`src/verilog/id_defs.svh`:
```
// widths and encodings for the rv64i decode stage; only the opcodes below are decoded
`ifndef ID_DEFS_SVH
`define ID_DEFS_SVH

`define XLEN        64
`define INST_WD     32
`define GPR_ADDR_WD 5
`define GPR_NUM     32
`define GPR_A0      5'd10

`define NOP_INST    32'h0000_0013 // addi x0,x0,0
`define EBREAK_INST 32'h0010_0073

// base opcodes
`define OPC_LUI     7'b0110111
`define OPC_AUIPC   7'b0010111
`define OPC_JAL     7'b1101111
`define OPC_JALR    7'b1100111
`define OPC_BRANCH  7'b1100011
`define OPC_LOAD    7'b0000011
`define OPC_STORE   7'b0100011
`define OPC_OPIMM   7'b0010011
`define OPC_OP      7'b0110011
`define OPC_OPIMM32 7'b0011011
`define OPC_OP32    7'b0111011
`define OPC_SYSTEM  7'b1110011

`endif
```
`src/verilog/id_pkg.sv`:
```
// decode stage types; no csr fields are carried on any bus
`default_nettype none
`include "id_defs.svh"

package id_pkg;

  typedef struct packed {
    logic [6:0]              funct7;
    logic [`GPR_ADDR_WD-1:0] rs2;
    logic [`GPR_ADDR_WD-1:0] rs1;
    logic [2:0]              funct3;
    logic [`GPR_ADDR_WD-1:0] rd;
    logic [6:0]              opcode;
  } r_fmt_t;

  typedef struct packed {
    logic [11:0]             imm;
    logic [`GPR_ADDR_WD-1:0] rs1;
    logic [2:0]              funct3;
    logic [`GPR_ADDR_WD-1:0] rd;
    logic [6:0]              opcode;
  } i_fmt_t;

  typedef struct packed {
    logic [6:0]              imm_hi;
    logic [`GPR_ADDR_WD-1:0] rs2;
    logic [`GPR_ADDR_WD-1:0] rs1;
    logic [2:0]              funct3;
    logic [4:0]              imm_lo;
    logic [6:0]              opcode;
  } s_fmt_t;

  typedef struct packed {
    logic                    imm12;
    logic [5:0]              imm10_5;
    logic [`GPR_ADDR_WD-1:0] rs2;
    logic [`GPR_ADDR_WD-1:0] rs1;
    logic [2:0]              funct3;
    logic [3:0]              imm4_1;
    logic                    imm11;
    logic [6:0]              opcode;
  } b_fmt_t;

  typedef struct packed {
    logic [19:0]             imm;
    logic [`GPR_ADDR_WD-1:0] rd;
    logic [6:0]              opcode;
  } u_fmt_t;

  typedef struct packed {
    logic                    imm20;
    logic [9:0]              imm10_1;
    logic                    imm11;
    logic [7:0]              imm19_12;
    logic [`GPR_ADDR_WD-1:0] rd;
    logic [6:0]              opcode;
  } j_fmt_t;

  // one word, read as whichever format the opcode names
  typedef union packed {
    r_fmt_t r;
    i_fmt_t i;
    s_fmt_t s;
    b_fmt_t b;
    u_fmt_t u;
    j_fmt_t j;
  } inst_u;

  typedef enum logic [3:0] {
    ALU_ADD, ALU_SUB, ALU_SLL, ALU_SLT, ALU_SLTU, ALU_XOR,
    ALU_SRL, ALU_SRA, ALU_OR, ALU_AND, ALU_PASS_B
  } alu_op_e;

  typedef enum logic [1:0] {
    BR_NONE, BR_COND, BR_JAL, BR_JALR
  } br_kind_e;

  typedef struct packed {
    logic [`INST_WD-1:0] inst;
    logic [`XLEN-1:0]    pc;
  } fs_to_ds_t;

  typedef struct packed {
    logic                    wen;
    logic [`GPR_ADDR_WD-1:0] waddr;
    logic [`XLEN-1:0]        wdata;
  } rf_wr_t;

  typedef struct packed {
    logic [`GPR_ADDR_WD-1:0] rd;
    logic [`XLEN-1:0]        result;
  } bypass_t;

  typedef struct packed {
    logic [`GPR_ADDR_WD-1:0] rs1;
    logic [`GPR_ADDR_WD-1:0] rs2;
    logic [`GPR_ADDR_WD-1:0] rd;
    logic [`XLEN-1:0]        imm;
    br_kind_e                br_kind;
    logic [2:0]              br_func;
    logic                    alu_src1_sel; // 0 rs1, 1 pc
    logic [1:0]              alu_src2_sel; // 0 rs2, 1 imm, 2 const 4
    logic                    alu_word_cut;
    alu_op_e                 alu_op;
    logic                    gpr_wen;
    logic                    mem_ren;
    logic                    mem_wen;
    logic [2:0]              mem_op;
    logic                    load_sel;
    logic                    ebreak_sel;
    logic                    invalid_sel;
  } ctrl_t;

  typedef struct packed {
    logic                    load_sel;
    logic [`XLEN-1:0]        rs1data;
    logic [`XLEN-1:0]        rs2data;
    logic [`XLEN-1:0]        imm;
    logic [`XLEN-1:0]        pc;
    logic                    alu_src1_sel;
    logic [1:0]              alu_src2_sel;
    logic                    alu_word_cut;
    alu_op_e                 alu_op;
    logic [`GPR_ADDR_WD-1:0] rd;
    logic                    gpr_wen;
    logic                    mem_ren;
    logic                    mem_wen;
    logic [2:0]              mem_op;
    logic                    ebreak_sel;
    logic                    invalid_sel;
  } ds_to_es_t;

  typedef struct packed {
    logic             taken;
    logic             sel;
    logic [`XLEN-1:0] target;
  } br_bus_t;

endpackage

`default_nettype wire

```
`src/verilog/id_hazard_fwd.sv`:
```
// es/ms/ws forwarding in that order; bypass rd is expected to be zero when a stage is empty
`default_nettype none
`timescale 1ns/1ns
`include "id_defs.svh"

module id_hazard_fwd (
  input  logic [`GPR_ADDR_WD-1:0] i_rs1,
  input  logic [`GPR_ADDR_WD-1:0] i_rs2,
  input  logic [`XLEN-1:0]        i_rf_rdata1,
  input  logic [`XLEN-1:0]        i_rf_rdata2,
  input  id_pkg::bypass_t         i_es_byp,
  input  id_pkg::bypass_t         i_ms_byp,
  input  id_pkg::bypass_t         i_ws_byp,
  input  logic                    i_es_load_sel,
  input  logic                    i_ebreak_sel,
  output logic [`XLEN-1:0]        o_rs1data,
  output logic [`XLEN-1:0]        o_rs2data,
  output logic                    o_stall
);

  logic load_stall;
  logic ebreak_stall;

  function automatic logic hit(input id_pkg::bypass_t byp,
                               input logic [`GPR_ADDR_WD-1:0] rs);
    return (byp.rd != '0) && (byp.rd == rs);
  endfunction

  function automatic logic [`XLEN-1:0] pick(input logic [`GPR_ADDR_WD-1:0] rs,
                                            input logic [`XLEN-1:0] rf);
    if (hit(i_es_byp, rs)) return i_es_byp.result; // youngest first
    if (hit(i_ms_byp, rs)) return i_ms_byp.result;
    if (hit(i_ws_byp, rs)) return i_ws_byp.result;
    return rf;
  endfunction

  always_comb begin
    o_rs1data = pick(i_rs1, i_rf_rdata1);
    o_rs2data = pick(i_rs2, i_rf_rdata2);
  end

  // load data not back until mem stage
  assign load_stall = i_es_load_sel && (hit(i_es_byp, i_rs1) || hit(i_es_byp, i_rs2));

  // ebreak waits for a0 to retire
  assign ebreak_stall = i_ebreak_sel && (i_es_byp.rd == `GPR_A0 ||
                                         i_ms_byp.rd == `GPR_A0 ||
                                         i_ws_byp.rd == `GPR_A0);

  assign o_stall = load_stall || ebreak_stall;

endmodule

`default_nettype wire

```
`config.mk`:
```
export PLATFORM = sky130hd
export DESIGN_NAME = id_hazard_fwd
export DESIGN_NICKNAME = d
export VERILOG_FILES = /design/src/verilog/id_pkg.sv /design/src/verilog/id_hazard_fwd.sv
export VERILOG_INCLUDE_DIRS = /design/src /design/src/verilog
export SDC_FILE = /design/constraint.sdc
export NUM_CORES = 1
export LEC_CHECK = 0
export BUFFER_PORTS_ARGS = -buffer_cell sky130_fd_sc_hd__clkbuf_2
export CAP_MARGIN = 20
export CORE_AREA = 2 2 185 187
export DETAILED_ROUTE_END_ITERATION = 10
export DIE_AREA = 0 0 187 189
export MAX_ROUTING_LAYER = met4
export PLACE_DENSITY_LB_ADDON = 0.12
export SYNTH_ARGS = -nofsm -noshare
export SYNTH_HDL_FRONTEND = slang
export SYNTH_SLANG_ARGS = --single-unit
export TNS_END_PERCENT = 20
```
`constraint.sdc`:
```
create_clock -name vclk -period 4.8
set_input_delay 0.72 -clock vclk [all_inputs]
set_output_delay 0.72 -clock vclk [all_outputs]
set_load 0.005 [all_outputs]
```
## After elaboration in Yosys (flattened, before gate mapping)

Index checks and enable logic that the tools add are counted.
Widths: inputs -> output; s select.

- Flip-flop bits (word level): 0
- Bits of input ports: 347
- Output and inout port bits: 129
- Word-level logic and storage cells: 48

- Eq/ne operators: 9
- Mux-type cells: 24
- Reductions and logical operators: 15

Operator list:

| operator | number |
|---|---|
| $mux 64 | 12 |
| $eq 5x5->1 | 6 |
| $eq 5x4->1 const B | 3 |
| $reduce_bool 5->1 | 3 |
| $mux 1 | 12 |
| $logic_and 1x1->1 | 8 |
| $logic_or 1x1->1 | 4 |

## Logic depth before layout (Yosys ltp)

Gate-level depths: netlist of the first run.

- Depth after elaboration: 9
- Mapped depth: 7
- Depth with buffers taken out: 5

## Least setup slack after synthesis of the first run

OpenSTA, ideal clock, no wires.

- Kind: input to output
- Start point: input port i_ms_byp[64] (netlist bit)
- End point: output port o_rs2data[0]
- Arrival: 2.156 ns
- Data required time: 4.080 ns
- Setup slack: 1.924 ns
- Stages: 7
- Buffers on the path: 2
- Cell sequence: or3_1 or3_4 and4_4 buf_6 buf_6 a221oi_2 o21ai_1

- Cells in the longest elaborated chain, start to end: 7
- Elaborated cells between the ends (all ways): 10
- Those cells by class: 1 x eq/ne; 7 x mux; 2 x reduce/logical

RTL lines:

| what | RTL line | text |
|---|---|---|
| start, declared | id_hazard_fwd.sv:12 | `input id_pkg::bypass_t i_ms_byp,` |
| $eq 5x5->1 / $reduce_bool 5->1 (equally long branches) | id_hazard_fwd.sv:26 | `return (byp.rd != '0) && (byp.rd == rs);` |
| $logic_and 1x1->1 (*) | id_hazard_fwd.sv:26 |  |
| $mux 64 | id_hazard_fwd.sv:32 | `if (hit(i_ms_byp, rs)) return i_ms_byp.result;` |
| $mux 64 | id_hazard_fwd.sv:33 | `if (hit(i_ws_byp, rs)) return i_ws_byp.result;` |
| $mux 64 | id_hazard_fwd.sv:34 | `return rf;` |
| $mux 64 (*) | id_hazard_fwd.sv:33 |  |
| $mux 64 (*) | id_hazard_fwd.sv:32 |  |
| end, declared | id_hazard_fwd.sv:17 | `` output logic [`XLEN-1:0] o_rs2data, `` |

Mark *: on every way between the ends. The rest lies on a longest branch, timed or not. The select of a mux whose other input is x is not followed.

## Worst setup path in the final report of the first run

- Start point: input port i_ws_byp[64] (netlist bit)
- End point: output port o_rs2data[16]

- Cells in the longest elaborated chain, start to end: 8
- Elaborated cells between the ends (all ways): 10
- Those cells by class: 1 x eq/ne; 7 x mux; 2 x reduce/logical

RTL lines:

| what | RTL line | text |
|---|---|---|
| start, declared | id_hazard_fwd.sv:13 | `input id_pkg::bypass_t i_ws_byp,` |
| $eq 5x5->1 / $reduce_bool 5->1 (equally long branches) | id_hazard_fwd.sv:26 |  |
| $logic_and 1x1->1 (*) | id_hazard_fwd.sv:26 |  |
| $mux 1 (2 in a row) | id_hazard_fwd.sv:33 |  |
| $mux 1 | id_hazard_fwd.sv:32 |  |
| $mux 64 (*) | id_hazard_fwd.sv:34 |  |
| $mux 64 (*) | id_hazard_fwd.sv:33 |  |
| $mux 64 (*) | id_hazard_fwd.sv:32 |  |

Marks and branches as above.

==> impl_metrics.ini, run 1 <==
[run_status]
status = complete, no violations

[critical_path]
critPathKind = input pin to output pin
slowest_stage = or3b_4
crit_path_max_fanout = 31
cpPeakStageDelay_ns = 0.74
cp_data_arrival_time_ns = 3.05
path_buf_inv = 3
cp-end-kind = output pin
crit_path_start_kind = input pin
worst_path_dominant_cell_family = simple AND/OR/NAND/NOR gates
required_ns = 4.08
crit_top_cell = clkbuf_2
worstPathCellList = clkbuf_2 -> nor3_1 -> a211oi_1 -> or3b_4 -> buf_4 -> a221oi_2 -> o21ai_1 -> clkbuf_2

[cts]
post-cts-setup-buffers = 0
ctsResizeCount = 0
cts_hold_buf = 0

[drt]
ant_nets = 0
postRouteWirelength_microns = 34600
route.detailed.drc = 0
num_vias = 7697
dr.pass1.iters = 5
drtIter0Drc = 416
routed_via_density = 4.83
wl_per_cell_microns = 21.7

[power_and_ir_drop]
pwr-share-comb_pct = 100.0
clkPwrFrac_pct = 0
swShare_pct = 52.0
p_leak_nw = 3.31
p_per_area_nw_per_um2 = 99.4
p_sw_w = 0.000404
ir_drop_v = 0.0000461
seqPwrFrac_pct = 0
internal_power_w = 0.000373

[synth]
synth.most_common_cell = o21ai_1
synth.top_cell.area_share_pct = 35.5
syn-cell-area_sq_um = 5070
ys_seq_area_share_pct = 0
avgSynthCellArea_sq_um = 6.99
yosys_warnings = 0
ys_top_cells_by_area = a221oi_2, o21ai_1, nand2_1
synthCells = 725
yosysUniqueCellTypes = 24
synth_commonest_cells = o21ai_1, nand2_1, a221oi_2, o21ai_0, and2_1
synth_top_area_cell = a221oi_2
synth_nets = 1072

[global_route]
grt_overflow = 0
grt_max_degree = 65
grt_usage_pct = 18.9
grt_pass1_wl_microns = 51100
grt_pass1_vias = 8022
antenna_found_initial = 0

[sta]
fin_ws_ns = 1.03
setup_viol = 0
slew_headroom_pct = 41.1
min_period_ns = 3.77
drv_slew = 0
finalCritPeriodShare_pct = 78.5
setup-tns-final_ns = 0
max_freq_mhz = 265
worst_pin_slew_ns = 0.884
hold_violations = 0
rsz0062_at_grt = no
hold_ws_ns = 1.73

[cells_and_area]
seqCellArea_sq_um = 0
design.seq.count = 0
fill_cells = 3890
post-route-util_pct = 23.5
clkbuf_count = 0
finalNonFillerCells = 1595
nNetsFinal = 1496
n_antenna_cell = 0
drive_gt1_share_pct = 55.5
synthToLayoutAreaGrowth_pct = 54.3

[floorplanning]
io_pins = 476
die_area_sq_um = 35300
die_width_microns = 187
coreArea_sq_um = 33300
die_y_microns = 189
rows = 67
start_util_pct = 15.2

[placement]
io_buffers = 476
place_congestion = 0.927
post-dp-hpwl_microns = 26600
dp_slack_ns = 1.05
dp_cells = 1595

[min_path]
hold_start = i_es_byp[25]
min_delay_path_depth = 4
min_path_type = input pin to output pin
min_to = o_rs2data[25]

[flow_run]
max_cap_viol_count = 0
[power by group through the flow]
| stage | combinational, W | clock, W | sequential (W) |
|---|---|---|---|
| floorplan | 0.000378 | 0 | 0 |
| global placement | 0.000781 | 0 | 0 |
| detailed placement | 0.000777 | 0 | 0 |
| CTS | 0.000781 | 0 | 0 |
| global route | 0.000843 | 0 | 0 |
| finish | 0.000777 | 0 | 0 |
[worst max path at each step]
stage          slack (ns)             to  cells after the start    startpoint
2_1_floorplan        1.92   o_rs2data[0]                      7  i_ms_byp[64]
3_3_place_gp         1.12  o_rs1data[17]                      8  i_ms_byp[67]
3_5_place_dp         1.05  o_rs2data[15]                      8  i_ws_byp[64]
4_1_cts              1.05  o_rs2data[16]                      8  i_ws_byp[64]
5_1_grt              0.93  o_rs2data[30]                      8  i_ws_byp[64]
6_report             1.03  o_rs2data[16]                      8  i_ws_byp[64]
[per-layer routing]
layer  track usage (%)  wire [microns]  vias up
li1                  -               -     3640
met1              23.0           14600     3647
met2              34.0           17600      378
met3              2.24            1940       32
met4              2.81             552        0
met5                 -               0        -
[tightest hold or removal path: stages]
cell and delay [ns]:
clkbuf_2 0.09, nand2_1 0.05, o21ai_1 0.05, clkbuf_2 0.10
[layout make-up]
cell class	instances	area [sq um]	area share, %
tap	448	561	7.17
timing repair buffer	506	2700	34.5
multi-input combinational	641	4570	58.4
[logic make-up (layout without fill, tap and decap cells)]
kind of cell           count (synthesis)  in the layout  share of synthesized area [%]
AO/OA/AOI/OAI                        389            389                           62.8
AND/OR/NAND/NOR                      222            222                           21.7
buffers and inverters                 84            506                           10.3
XOR/XNOR                              30             30                           5.18
[layout by cell type (no fill, tap or decap), types with 5 or more instances in the layout]
cell and instances:
clkbuf_2 476, o21ai_1 194, nand2_1 133, a221oi_2 120
o21ai_0 65, and2_1 64, buf_4 23, xor2_1 18
xnor2_1 12, a221oi_1 8, buf_12 7, nor3_1 5
[stage by stage]
step | area (sq um) | power [W]
after global routing | 7820 | 0.000843
after detailed placement | 7820 | 0.000777
after CTS | 7820 | 0.000781
after global placement | 7820 | 0.000781
final | 7820 | 0.000777
after floorplan | 5070 | 0.000378
Power figures use the tool's default switching activity.
==> run 2: changes to the inputs <==
--- a/config.mk
+++ b/config.mk
@@ -6,11 +6,12 @@
 export SDC_FILE = /design/constraint.sdc
 export NUM_CORES = 1
 export LEC_CHECK = 0
+export ABC_AREA = 1
 export BUFFER_PORTS_ARGS = -buffer_cell sky130_fd_sc_hd__clkbuf_2
 export CAP_MARGIN = 20
-export CORE_AREA = 2 2 185 187
+export CORE_AREA = 2 2 183 185
 export DETAILED_ROUTE_END_ITERATION = 10
-export DIE_AREA = 0 0 187 189
+export DIE_AREA = 0 0 185 187
 export MAX_ROUTING_LAYER = met4
 export PLACE_DENSITY_LB_ADDON = 0.12
 export SYNTH_ARGS = -nofsm -noshare
==> constraint.sdc (replaced) <==
create_clock -name vclk -period 3.75
set_input_delay 0.5625 -clock vclk [all_inputs]
set_output_delay 0.5625 -clock vclk [all_outputs]
set_load 0.005 [all_outputs]
==> impl_metrics.ini, run 2 <==
[run_status]
status = complete, no violations

[min_path]
min_path_type = input pin to output pin

[sta]
finalCritPeriodShare_pct = 77.9
drv_slew = 0
setup-tns-final_ns = 0
setup_viol = 0
min_period_ns = 2.92
fin_ws_ns = 0.827
worst_pin_slew_ns = 0.665
slew_headroom_pct = 55.6
rsz0062_at_grt = no
hold_violations = 0
max_freq_mhz = 342

[cells_and_area]
drive_gt1_share_pct = 33.5
final_common_cell = nand2_1
final_cell_mix = nand2_1, clkbuf_2, nand3_1
design.seq.count = 0
clkbuf_count = 0
synthToLayoutAreaGrowth_pct = 49.7
nNetsFinal = 1910
fill_cells = 4065
seqCellArea_sq_um = 0

[critical_path]
startpoint = i_ws_byp[66]
crit_path_max_fanout = 33
required_ns = 3.19
crit_path_start_kind = input pin
cp_data_arrival_time_ns = 2.36
critPathKind = input pin to output pin
cp-end-kind = output pin
worstSetupEndpoint = o_rs1data[9]

[synth]
synth_nets = 1505
synthCells = 1158
avgSynthCellArea_sq_um = 4.58
ys_top_cells_by_area = nand2_1, nand3_1, a21oi_1
yosys_warnings = 0
syn-cell-area_sq_um = 5300
synth_commonest_cells = nand2_1, nand3_1, a21oi_1, inv_1, buf_2
yosysUniqueCellTypes = 20
ys_seq_area_share_pct = 0
synth.most_common_cell = nand2_1
synth_top_area_cell = nand2_1
synth.top_cell.area_share_pct = 38.7

[floorplanning]
io_pins = 476
die_width_microns = 185
coreArea_sq_um = 32900
die_area_sq_um = 34600
rows = 67
die_y_microns = 187
start_util_pct = 16.1

[global_route]
grt_pass1_vias = 8853
grt_pass1_wl_microns = 52300
grt_overflow = 0
antenna_found_initial = 3
grt_max_degree = 76
grt_usage_pct = 19.7

[placement]
post-dp-hpwl_microns = 27000
dp_slack_ns = 0.794
io_buffers = 476
place_congestion = 0.870

[power_and_ir_drop]
p_leak_nw = 4.92
p_per_area_nw_per_um2 = 123
ir_drop_v = 0.0000429

[drt]
num_vias = 8986
dr.pass1.iters = 5
routed_via_density = 4.47
postRouteWirelength_microns = 34900
wl_per_cell_microns = 17.4
drtIter0Drc = 559
route.detailed.drc = 0
ant_nets = 0

[cts]
cts_hold_buf = 0
ctsResizeCount = 0
post-cts-setup-buffers = 0

[flow_run]
max_cap_viol_count = 0
==> run 2: how the worst min path moves through the flow <==
| stage | cells past startpoint | from | to |
|---|---|---|---|
| floorplan | 2 | i_es_byp[54] | o_rs2data[54] |
| global placement | 4 | i_es_byp[16] | o_rs2data[16] |
| detailed placement | 4 | i_es_byp[18] | o_rs2data[18] |
| CTS | 4 | i_es_byp[18] | o_rs2data[18] |
| global route | 4 | i_es_byp[19] | o_rs2data[19] |
| finish | 4 | i_es_byp[47] | o_rs2data[47] |
==> run 2: cells by family (layout without fill, tap and decap cells) <==
| kind of cell | Yosys count | count (layout) | share of synthesized area [%] |
|---|---|---|---|
| compound gates | 130 | 130 | 13.1 |
| other cells | 0 | 3 | 0 |
| simple gates | 831 | 831 | 65.9 |
| buf+inv | 175 | 578 | 17.4 |
| xor+xnor | 22 | 22 | 3.63 |
==> run 2: stage by stage <==
stage / area, sq um / cells / utilization (%) / power [W] / hold WS (ns)
after floorplan: 5300 / 1158 / - / 0.000477 / 1.22
after CTS: 7930 / 2009 / 24.1 / 0.000985 / 1.41
final: 7940 / 2012 / 24.1 / 0.000972 / 1.41
after detailed placement: 7930 / 2009 / 24.1 / 0.000980 / 1.41
after global placement: 7930 / 2009 / 24.1 / 0.000985 / 1.41
after global routing: 7940 / 2012 / 24.1 / 0.00109 / 1.43
==> run 2: critical path, cell delays in order <==
cell and delay [ns]:
clkbuf_2 0.13, inv_1 0.05, nand2_1 0.09, nor2_2 0.07, nor2_4 0.39, nand2_4 0.32, buf_12 0.28, nand2_1 0.09
nand3_1 0.06, nand2_1 0.09, nand2_1 0.06, clkbuf_2 0.11
==> run 2: area by class of cell <==
cell class	count	area, sq um	area share [%]
Multi-Input combinational cell	983	4420	55.7
Timing Repair Buffer	497	2640	33.3
Tap cell	448	561	7.06
Antenna cell	3	7.51	0.0946
Inverter	81	304	3.83
==> run 2: metal layers <==
| layer | global-route usage [%] | routed length (microns) |
|---|---|---|
| met5 | - | 0 |
| met4 | 2.96 | 558 |
| met3 | 2.16 | 2400 |
| met2 | 34.5 | 17400 |
| met1 | 24.5 | 14600 |
==> run 2: report_power, final <==
group / total [W] / switching (W) / internal [W] / leakage, nW
registers: 0 / 0 / 0 / 0
clock network: 0.000000000107 / 0 / 0.000000000107 / 0.0000190
logic: 0.000972 / 0.000567 / 0.000405 / 4.92
==> run 3: changes to the inputs <==
==> constraint.sdc (replaced) <==
create_clock -name vclk -period 2.9
set_input_delay 0.435 -clock vclk [all_inputs]
set_output_delay 0.435 -clock vclk [all_outputs]
set_load 0.005 [all_outputs]
==> impl_metrics.ini, run 3 (synthesized netlist as in run 2, its figures left out) <==
[run_status]
status = complete, no violations

[global_route]
grt_overflow = 0
grt_pass1_wl_microns = 51600
antenna_found_initial = 1
grt_pass1_vias = 8681
grt_max_degree = 77
grt_usage_pct = 19.4

[cells_and_area]
final_common_cell = nand2_1
drive_gt1_share_pct = 33.6
post-route-util_pct = 24.3
clkbuf_count = 0
final_cell_mix = nand2_1, clkbuf_2, nand3_1
nNetsFinal = 1913
synthToLayoutAreaGrowth_pct = 50.7
seqCellArea_sq_um = 0
design.seq.count = 0

[sta]
setup_viol = 0
worst_pin_slew_ns = 0.527
drv_slew = 0
hold_violations = 0
min_period_ns = 2.47
setup-tns-final_ns = 0
finalCritPeriodShare_pct = 85.1
fin_ws_ns = 0.432
max_freq_mhz = 405
slew_headroom_pct = 64.8
rsz0062_at_grt = no
hold_ws_ns = 1.15

[critical_path]
crit_path_start_kind = input pin
required_ns = 2.47
worstPathCellList = clkbuf_2 -> xnor2_1 -> nand3_1 -> nor2_4 -> buf_4 -> a21oi_1 -> nand2_1 -> nand2_1 -> clkbuf_2
critPathKind = input pin to output pin
slowest_stage = buf_4
cp-end-kind = output pin
crit_path_max_fanout = 37
cp_data_arrival_time_ns = 2.03
cpPeakStageDelay_ns = 0.45
startpoint = i_rs1[4]

[placement]
place_congestion = 0.900
io_buffers = 476
dp_slack_ns = 0.403
post-dp-hpwl_microns = 26800

[flow_run]
max_cap_viol_count = 0

[floorplanning]
die_width_microns = 185
die_y_microns = 187
io_pins = 476
coreArea_sq_um = 32900
die_area_sq_um = 34600
start_util_pct = 16.1
rows = 67

[cts]
cts_hold_buf = 0
post-cts-setup-buffers = 0
ctsResizeCount = 0

[drt]
wl_per_cell_microns = 17.3
ant_nets = 0
postRouteWirelength_microns = 34800
routed_via_density = 4.47
dr.pass1.iters = 5
route.detailed.drc = 0
drtIter0Drc = 593
num_vias = 9006

[power_and_ir_drop]
p_per_area_nw_per_um2 = 159
p_leak_nw = 4.95
finalPower_w = 0.00127
ir_drop_v = 0.0000614

[min_path]
min_path_type = input pin to output pin
hold_start = i_es_byp[59]
## run 3: changes by cell type in the layout (fill, tap and decap cells not counted), sizes merged
cell | before | now
buf | 21 | 24
diode | 3 | 1
## run 3: path summary, 6_finish.rpt
path,end,cells after the start
min,o_rs1data[59],4
max,o_rs1data[41],9
## run 3: cell type report
cell class         instances  area (sq um)
well taps                448           561
multi-input cells        983          4420
fillers                 3988         24900
diodes                     1          2.50
inverters                 81           304
repair buffers           500          2700
## run 3: per-stage QoR
stage	instance area, sq um	instances
2_1_floorplan	5300	1158
3_3_place_gp	7990	2012
3_5_place_dp	7990	2012
4_1_cts	7990	2012
5_1_grt	7990	2013
6_report	7990	2013
## run 3: per-layer routing
layer | part of all wire [%] | global-route usage, % | vias up | wire length [microns]
li1 | - | - | 4525 | -
met1 | 42 | 24.8 | 4080 | 14600
met2 | 50 | 33.7 | 377 | 17300
met3 | 6.9 | 2.01 | 24 | 2400
met4 | 1.6 | 2.56 | 0 | 560
met5 | 0 | - | - | 0
## run 3: worst max-delay path, delay by kind of cell
kind | cells | cell delay [ns]
AOI/OAI and AO/OA | 1 | 0.19
xor gates and xnor gates | 1 | 0.16
buffers and inverters | 3 | 0.71
and+or+nand+nor | 4 | 0.51
## run 3: report_power, final
group | leakage [nW] | total (W) | switching (W) | internal, W
clock | 0.00000634 | 0.0000000000461 | 0 | 0.0000000000461
sequential | 0 | 0 | 0 | 0
combinational | 4.95 | 0.00127 | 0.000740 | 0.000530
